<file path="src/design/dcache_pkg.sv">
package dcache_pkg;

    // address and word geometry
    localparam int addr_width = 32;
    localparam int data_width = 32;

    // line layout: 16 bytes per line, 4 words
    localparam int offset_bits    = 4;
    localparam int words_per_line = 4;
    localparam int word_sel_bits  = 2;

    // direct mapped, 16 lines
    localparam int index_bits = 4;
    localparam int num_lines  = 16;

    localparam int tag_bits  = addr_width - index_bits - offset_bits;  // 24
    localparam int line_bits = words_per_line * data_width;            // 128

    // cpu access size, matches the cpu_size port encoding
    typedef enum logic [1:0] {
        size_byte = 2'd0,
        size_half = 2'd1,
        size_word = 2'd2
    } size_t;

    // miss handling states
    typedef enum logic [1:0] {
        st_idle      = 2'd0,
        st_writeback = 2'd1,  // dirty victim goes out first
        st_refill    = 2'd2,
        st_respond   = 2'd3   // finish the cpu access after refill
    } ctrl_state_t;

endpackage

</file>
<file path="src/design/dcache_controller.sv">
`timescale 1ns/1ps

module dcache_controller (
    input  logic                               clk,
    input  logic                               reset,

    // cpu side
    input  logic                               cpu_req,
    input  logic                               cpu_we,
    input  logic [dcache_pkg::addr_width-1:0]  cpu_addr,
    output logic                               cpu_data_ok,

    // from the line store
    input  logic                               hit,
    input  logic                               dirty,
    input  logic [dcache_pkg::tag_bits-1:0]    victim_tag,
    input  logic [dcache_pkg::data_width-1:0]  victim_word,

    // to the line store
    output dcache_pkg::ctrl_state_t            state,
    output logic [dcache_pkg::word_sel_bits-1:0] fill_word,
    output logic                               line_we,
    output logic                               cpu_we_hit,
    output logic                               set_valid,
    output logic                               new_dirty,

    // memory side, one word per request
    output logic                               mem_req,
    output logic                               mem_we,
    output logic [dcache_pkg::addr_width-1:0]  mem_addr,
    output logic [dcache_pkg::data_width-1:0]  mem_wdata,
    input  logic                               mem_addr_ok,
    input  logic                               mem_data_ok
);

    import dcache_pkg::*;

    logic [word_sel_bits-1:0] word_cnt;   // word of the line in flight
    logic                     addr_done;  // address phase of current beat accepted
    logic                     in_burst;
    logic                     beat_done;
    logic                     last_word;
    logic                     new_access;

    logic [index_bits-1:0]    index;
    logic [tag_bits-1:0]      req_tag;
    logic [tag_bits-1:0]      beat_tag;

    assign index   = cpu_addr[offset_bits +: index_bits];
    assign req_tag = cpu_addr[addr_width-1 -: tag_bits];

    assign in_burst  = (state == st_writeback) || (state == st_refill);
    assign last_word = (word_cnt == word_sel_bits'(words_per_line - 1));

    // fresh request, the cycle with cpu_data_ok high still shows the old one
    assign new_access = (state == st_idle) && cpu_req && !cpu_data_ok;

    // data_ok may arrive in the same cycle as addr_ok
    assign beat_done = in_burst && mem_data_ok && (addr_done || (mem_req && mem_addr_ok));

    // main state machine and beat tracking
    always_ff @(posedge clk) begin
        if (reset) begin
            state       <= st_idle;
            mem_req     <= 1'b0;
            addr_done   <= 1'b0;
            word_cnt    <= '0;
            cpu_data_ok <= 1'b0;
        end else begin
            cpu_data_ok <= 1'b0;  // single cycle pulse

            case (state)
                st_idle: begin
                    if (new_access) begin
                        if (hit) begin
                            cpu_data_ok <= 1'b1;  // hit, answer next cycle
                        end else begin
                            state     <= dirty ? st_writeback : st_refill;
                            mem_req   <= 1'b1;
                            word_cnt  <= '0;
                            addr_done <= 1'b0;
                        end
                    end
                end

                st_writeback,
                st_refill: begin
                    if (mem_req && mem_addr_ok) begin
                        mem_req   <= 1'b0;
                        addr_done <= 1'b1;
                    end

                    // a beat ends on mem_data_ok only, late strobes just stretch it
                    if (beat_done) begin
                        addr_done <= 1'b0;
                        if (last_word) begin
                            word_cnt <= '0;
                            if (state == st_writeback) begin
                                state   <= st_refill;  // victim out, now fetch
                                mem_req <= 1'b1;
                            end else begin
                                state   <= st_respond;
                                mem_req <= 1'b0;
                            end
                        end else begin
                            word_cnt <= word_cnt + 1'b1;
                            mem_req  <= 1'b1;  // next word of the line
                        end
                    end
                end

                st_respond: begin
                    state       <= st_idle;
                    cpu_data_ok <= 1'b1;
                end

                default: begin
                    state <= st_idle;
                end
            endcase
        end
    end

    assign fill_word = word_cnt;

    // writeback targets the victim line, refill the requested one
    assign beat_tag = (state == st_writeback) ? victim_tag : req_tag;

    assign mem_addr = {beat_tag, index, word_cnt, {(offset_bits - word_sel_bits){1'b0}}};

    assign mem_we    = (state == st_writeback);
    assign mem_wdata = victim_word;

    // refill writes each returned word into the line
    assign line_we = (state == st_refill) && beat_done;

    // tag and valid are set with the last refill word
    assign set_valid = line_we && last_word;

    // cpu store goes into the line on a hit or once the refill is done
    assign cpu_we_hit = cpu_we && ((new_access && hit) || (state == st_respond));

    // a store marks the line dirty, a refill leaves it clean
    assign new_dirty = cpu_we_hit;

endmodule

</file>
<file path="src/design/dcache_store.sv">
`timescale 1ns/1ps

module dcache_store (
    input  logic                                 clk,
    input  logic                                 reset,

    // cpu request fields
    input  logic [dcache_pkg::addr_width-1:0]    cpu_addr,
    input  dcache_pkg::size_t                    cpu_size,
    input  logic [dcache_pkg::data_width-1:0]    cpu_wdata,
    output logic [dcache_pkg::data_width-1:0]    cpu_rdata,

    // controls from the controller
    input  dcache_pkg::ctrl_state_t              state,
    input  logic [dcache_pkg::word_sel_bits-1:0] fill_word,
    input  logic                                 line_we,
    input  logic                                 cpu_we_hit,
    input  logic                                 set_valid,
    input  logic                                 new_dirty,

    // refill data from memory
    input  logic [dcache_pkg::data_width-1:0]    mem_rdata,

    // status back to the controller
    output logic                                 hit,
    output logic                                 dirty,
    output logic [dcache_pkg::tag_bits-1:0]      victim_tag,
    output logic [dcache_pkg::data_width-1:0]    victim_word
);

    import dcache_pkg::*;

    localparam int num_lanes = data_width / 8;

    // line arrays
    logic [tag_bits-1:0]  tag_mem  [num_lines];
    logic [line_bits-1:0] data_mem [num_lines];
    logic [num_lines-1:0] valid;
    logic [num_lines-1:0] dirty_bits;

    // address decode
    logic [tag_bits-1:0]      cpu_tag;
    logic [index_bits-1:0]    index;
    logic [word_sel_bits-1:0] cpu_word;
    logic [1:0]               byte_off;

    logic [word_sel_bits-1:0] wr_sel;
    logic [data_width-1:0]    old_word;
    logic [data_width-1:0]    merged_word;
    logic [num_lanes-1:0]     byte_en;

    assign cpu_tag  = cpu_addr[addr_width-1 -: tag_bits];
    assign index    = cpu_addr[offset_bits +: index_bits];
    assign cpu_word = cpu_addr[offset_bits-word_sel_bits +: word_sel_bits];
    assign byte_off = cpu_addr[1:0];

    // lookup
    assign hit        = valid[index] && (tag_mem[index] == cpu_tag);
    assign dirty      = valid[index] && dirty_bits[index];
    assign victim_tag = tag_mem[index];

    assign old_word    = data_mem[index][cpu_word*data_width +: data_width];
    assign cpu_rdata   = old_word;  // whole word, cpu picks the lanes
    assign victim_word = data_mem[index][fill_word*data_width +: data_width];

    // lanes touched by the store
    always_comb begin
        case (cpu_size)
            size_byte: byte_en = num_lanes'(4'b0001 << byte_off);
            size_half: byte_en = num_lanes'(4'b0011 << {byte_off[1], 1'b0});
            default:   byte_en = '1;
        endcase
    end

    // store data already sits in its byte lanes
    always_comb begin
        for (int i = 0; i < num_lanes; i++) begin
            merged_word[i*8 +: 8] = byte_en[i] ? cpu_wdata[i*8 +: 8] : old_word[i*8 +: 8];
        end
    end

    // refill walks the line, a cpu store hits its own word
    assign wr_sel = (state == st_refill) ? fill_word : cpu_word;

    always_ff @(posedge clk) begin
        if (line_we) begin
            data_mem[index][wr_sel*data_width +: data_width] <= mem_rdata;
        end else if (cpu_we_hit) begin
            data_mem[index][wr_sel*data_width +: data_width] <= merged_word;
        end
    end

    always_ff @(posedge clk) begin
        if (set_valid) begin
            tag_mem[index] <= cpu_tag;  // new owner of the line
        end
    end

    // valid and dirty flags
    always_ff @(posedge clk) begin
        if (reset) begin
            valid      <= '0;
            dirty_bits <= '0;
        end else begin
            if (set_valid) begin
                valid[index] <= 1'b1;
            end
            if (set_valid || cpu_we_hit) begin
                dirty_bits[index] <= new_dirty;  // cleared on refill, set by a store
            end
        end
    end

endmodule

</file>
<file path="src/design/dcache_top.sv">
`timescale 1ns/1ps

module dcache_top (
    input  logic                              clk,
    input  logic                              reset,

    // cpu port
    input  logic                              cpu_req,
    input  logic                              cpu_we,
    input  logic [dcache_pkg::addr_width-1:0] cpu_addr,
    input  dcache_pkg::size_t                 cpu_size,
    input  logic [dcache_pkg::data_width-1:0] cpu_wdata,
    output logic [dcache_pkg::data_width-1:0] cpu_rdata,
    output logic                              cpu_data_ok,

    // memory port
    output logic                              mem_req,
    output logic                              mem_we,
    output logic [dcache_pkg::addr_width-1:0] mem_addr,
    output logic [dcache_pkg::data_width-1:0] mem_wdata,
    input  logic                              mem_addr_ok,
    input  logic                              mem_data_ok,
    input  logic [dcache_pkg::data_width-1:0] mem_rdata
);

    import dcache_pkg::*;

    // controller <-> store
    ctrl_state_t              state;
    logic [word_sel_bits-1:0] fill_word;
    logic                     line_we;
    logic                     cpu_we_hit;
    logic                     set_valid;
    logic                     new_dirty;
    logic                     hit;
    logic                     dirty;
    logic [tag_bits-1:0]      victim_tag;
    logic [data_width-1:0]    victim_word;

    dcache_controller ctrl0 (
        .clk         (clk),
        .reset       (reset),
        .cpu_req     (cpu_req),
        .cpu_we      (cpu_we),
        .cpu_addr    (cpu_addr),
        .cpu_data_ok (cpu_data_ok),
        .hit         (hit),
        .dirty       (dirty),
        .victim_tag  (victim_tag),
        .victim_word (victim_word),
        .state       (state),
        .fill_word   (fill_word),
        .line_we     (line_we),
        .cpu_we_hit  (cpu_we_hit),
        .set_valid   (set_valid),
        .new_dirty   (new_dirty),
        .mem_req     (mem_req),
        .mem_we      (mem_we),
        .mem_addr    (mem_addr),
        .mem_wdata   (mem_wdata),
        .mem_addr_ok (mem_addr_ok),
        .mem_data_ok (mem_data_ok)
    );

    dcache_store store0 (
        .clk         (clk),
        .reset       (reset),
        .cpu_addr    (cpu_addr),
        .cpu_size    (cpu_size),
        .cpu_wdata   (cpu_wdata),
        .cpu_rdata   (cpu_rdata),
        .state       (state),
        .fill_word   (fill_word),
        .line_we     (line_we),
        .cpu_we_hit  (cpu_we_hit),
        .set_valid   (set_valid),
        .new_dirty   (new_dirty),
        .mem_rdata   (mem_rdata),
        .hit         (hit),
        .dirty       (dirty),
        .victim_tag  (victim_tag),
        .victim_word (victim_word)
    );

endmodule

</file>
<file path="config.mk">
export PLATFORM = sky130hd
export DESIGN_NAME = dcache_top
export DESIGN_NICKNAME = d
export VERILOG_FILES = /design/src/design/dcache_pkg.sv /design/src/design/dcache_controller.sv /design/src/design/dcache_store.sv /design/src/design/dcache_top.sv
export SDC_FILE = /design/constraint.sdc
export NUM_CORES = 2
export LEC_CHECK = 0
export BUFFER_PORTS_ARGS = -buffer_cell sky130_fd_sc_hd__buf_4
export CAP_MARGIN = 20
export CORE_AREA = 2 2 447 449
export CTS_BUF_LIST = sky130_fd_sc_hd__clkbuf_4 sky130_fd_sc_hd__clkbuf_8 sky130_fd_sc_hd__clkbuf_16
export CTS_CLUSTER_DIAMETER = 80
export DETAILED_ROUTE_END_ITERATION = 7
export DIE_AREA = 0 0 449 451
export MAX_ROUTING_LAYER = met4
export PLACE_DENSITY = 0.71
export RECOVER_POWER = 50
export SYNTH_ARGS = -nofsm -noshare
export SYNTH_HDL_FRONTEND = slang
export SYNTH_SLANG_ARGS = --single-unit
</file>
<file path="constraint.sdc">
create_clock -name clk -period 11.5 [get_ports clk]
set_clock_uncertainty 0.1 [all_clocks]
set_input_delay 0.575 -clock clk [delete_from_list [all_inputs] [get_ports clk]]
set_output_delay 0.575 -clock clk [all_outputs]
set_load 0.02 [all_outputs]
</file>
==> summary.txt <==
Status: finished, violations left
Failing checks: capacitance limit, slew limit
Drt first pass iters: 6
Part of the Yosys area used for sequential elements: 75.0%
Leak: 35.2 nW
Global-route wire length before repair: 384 mm
Initial Util: 49.7%
Largest incremental delay on the critical path: 1.77 ns
Initial antenna violation count: 10
WL met3: 30.8 mm
Remaining DRCs: 0
# IOs: 203
DP HPWL: 156 mm
Number of synthesis warnings: 0
Max-slew violation count: 833
Vias per cell: 6.59
Wirelength, routed: 275 mm
Layout cells sized above 1: 32.7%
Postcts setup bufs: 0
Area grow syn2layout: 13.9%
Max-cap check violation count: 34
CTS Root Cell: clkbuf_16
H-tree depth: 4
Met2 wire len: 131 mm
Crit Path Class: in -> reg
Critical Path, Cell by Cell: clkbuf_1, inv_1, mux4_2, xor2_1, nor4b_1, o2111ai_1, or4_1, o41ai_4, buf_12, buf_4, o21ai_4, nor2_4, buf_4
Min-delay worst type: in -> reg
Place WS: 3.99 ns
Worst slew pin tran: 4.21 ns
Synth top area share: 74.2%
WP buf/inv: 5
Syn Std Cell Area: 98,500 µm²
Syn Inst Count: 4,440
Synth top area cells: edfxtp_1 (74%), mux4_2 (18%), mux2i_1 (1.3%), a211oi_1 (0.98%), a21oi_1 (0.88%)
Fin util: 56.6%
Post-synth top cells: edfxtp_1 (2,432), mux4_2 (776), clkbuf_1 (177)
DP Area: 105,000 µm²
Num CTS Buffers: 234
Pwr/cell area: 179 nW/µm²
Iteration-0 DRC Markers: 7,027
Cell taking the most area after synthesis: edfxtp_1
Maximum VDD drop: 0.161 mV
Rel. slew slack: -181%
# fillers: 14,300
Worst-case clock buffer depth: 3
CP delay by family, top: buffers and inverters
FF/Latch Area: 73,800 µm²
Worst setup margin: 2.74 ns
Clock transition at path regs: 0.06 ns
Required @ worst endpoint: 11.82 ns
Die Area: 202,000 µm²
Post-synthesis async set-or-reset flop share: 0%
Fin nets: 4,928
Most frequent cell after synthesis: edfxtp_1
Largest net degree at the start of global routing: 103
Prevailing post-synth register cell: edfxtp_1
Slowest CP cell: clkbuf_1
Register bit total from synthesis: 2,471
Post-DR wirelength/cell: 35.7 µm
Post-synth EDFFs: 2,432
GRT overflow: 0
CP endpoint kind: flop
Post-Syn Area per Cell: 22.2 µm²
GPL Wtd Cong: 0.890
Period utilization: 76.2%
All-Layer GR Usage: 27.9%
Post-layout instance area: 112,000 µm²
Clk sinks: 2,471
Routed vias: 50,700
Vias in the first global route: 50,500
Clock Latency Late Sink: 0.91 ns
Core area: 198,000 µm²
Minimum clock period: 8.76 ns
Cell mode on critical path: buf_4
Die Span X: 449 µm
DR top layer: met4
FP Rows: 164
# setup viols final: 0
Critical path startpoint category: input pin
RSZ-0062 raised after global routing: false
CTS tree: yes
Critical path arrival: 9.08 ns
Sum Neg Setup Slack: 0 ns
Hold Vio Cnt, Final: 0
Crit path max fanout: 80
Post-route ant nets: 0
Metal-1 WL: 98.1 mm
Post-synthesis cell type count: 62
Multi-input gate area: 24,300 µm²
# port buffers: 200
Die height: 451 µm
Achievable Freq: 114 MHz
kinds of logic after synthesis:
logic type | after synthesis | synth area share [%]
DFF | 2471 | 75.0
xor gates and xnor gates | 23 | 0.205
adders and majority gates | 10 | 0.127
buffers and inverters | 311 | 1.36
and+or+nand+nor | 277 | 1.28
muxes | 931 | 19.4
AOI/OAI and AO/OA | 416 | 2.69
other | 1 | 0.00381
worst min-delay path, stage by stage:
cell     delay [ns]
buf_4          0.11
nand2_1        0.14
or3_1          0.13
a31oi_1        0.07
cell usage in the layout (no fill, tap or decap), drive strengths merged, types with 4 or more instances in the layout:
| cell type | count |
|---|---|
| edfxtp | 2432 |
| mux4 | 776 |
| clkbuf | 387 |
| buf | 300 |
| a21oi | 174 |
| nor2 | 147 |
| clkinv | 131 |
| a211oi | 129 |
| mux2i | 123 |
| nand2 | 39 |
| dfxtp | 39 |
| o21ai | 33 |
| mux2 | 32 |
| nand3 | 27 |
| dlygate4sd3 | 25 |
| a22oi | 22 |
| inv | 22 |
| bufinv | 15 |
| diode | 14 |
| xnor2 | 13 |
| o22ai | 11 |
| nor2b | 11 |
| nand2b | 10 |
| a31oi | 10 |
| xor2 | 10 |
| ha | 10 |
| nor3 | 9 |
| and2 | 7 |
| clkinvlp | 6 |
| a221oi | 5 |
| a22o | 5 |
| o2111ai | 5 |
| and3 | 4 |
| nand3b | 4 |
| or3 | 4 |
path summary, 6_finish.rpt:
kind                                   startpoint                                to  slack, ns  cells past startpoint
hold reg to reg      ctrl0.addr_done$_SDFFE_PP0P_      ctrl0.addr_done$_SDFFE_PP0P_       0.36                      2
setup / recovery                      cpu_addr[6]  store0.data_mem[4][40]$_DFFE_PP_       2.74                     13
hold / removal                        mem_addr_ok      ctrl0.addr_done$_SDFFE_PP0P_       0.09                      4
setup reg to reg  ctrl0.fill_word[0]$_SDFFE_PP0P_  store0.tag_mem[13][11]$_DFFE_PP_       3.52                      4
state kept, by name, indices dropped and copies added, names as in the netlist:
signal,cells
ctrl0.cpu_data_ok,1
store0.dirty_bits,16
ctrl0.state,2
store0.tag_mem,384
store0.data_mem,2048
ctrl0.fill_word,2
store0.valid,16
ctrl0.mem_req,1
ctrl0.addr_done,1
through the flow:
stage | power (mW) | instances | hold WS [ns]
after detailed placement | 12.7 | 7197 | 0.353
final | 20.1 | 7686 | 0.0923
after floorplan | 11.7 | 4441 | 0.332
after global routing | 20.6 | 7682 | 0.153
after global placement | 12.7 | 7192 | 0.346
after CTS | 20.2 | 7660 | 0.101
layer usage:
metal / up-vias / GRT usage, %
met3: 619 / 6.25
met1: 27000 / 36.0
met2: 3335 / 42.6
met4: 0 / 12.9
met5: - / -
li1: 19700 / -
where the power goes:
group | switching, mW | internal [mW]
Clock | 3.36 | 4.21
Sequential | 0.0120 | 10.3
Combinational | 1.58 | 0.688
Total | 4.95 | 15.2
final cells by class:
class,count,share of cell area [%]
clock inverters,157,1.24
repair buffers,431,2.67
clock buffers,281,5.56
diodes,14,0.0312
multi-input cells,1659,21.6
flip-flops and latches,2471,65.8
well taps,2656,2.96
inverters,17,0.0569
what timing repair did:
item / CTS / global route
endpoints found under the hold margin: 417 / 0
resized for setup: 0 / 0
hold buffers: 25 / 0
Power figures use the tool's default switching activity.
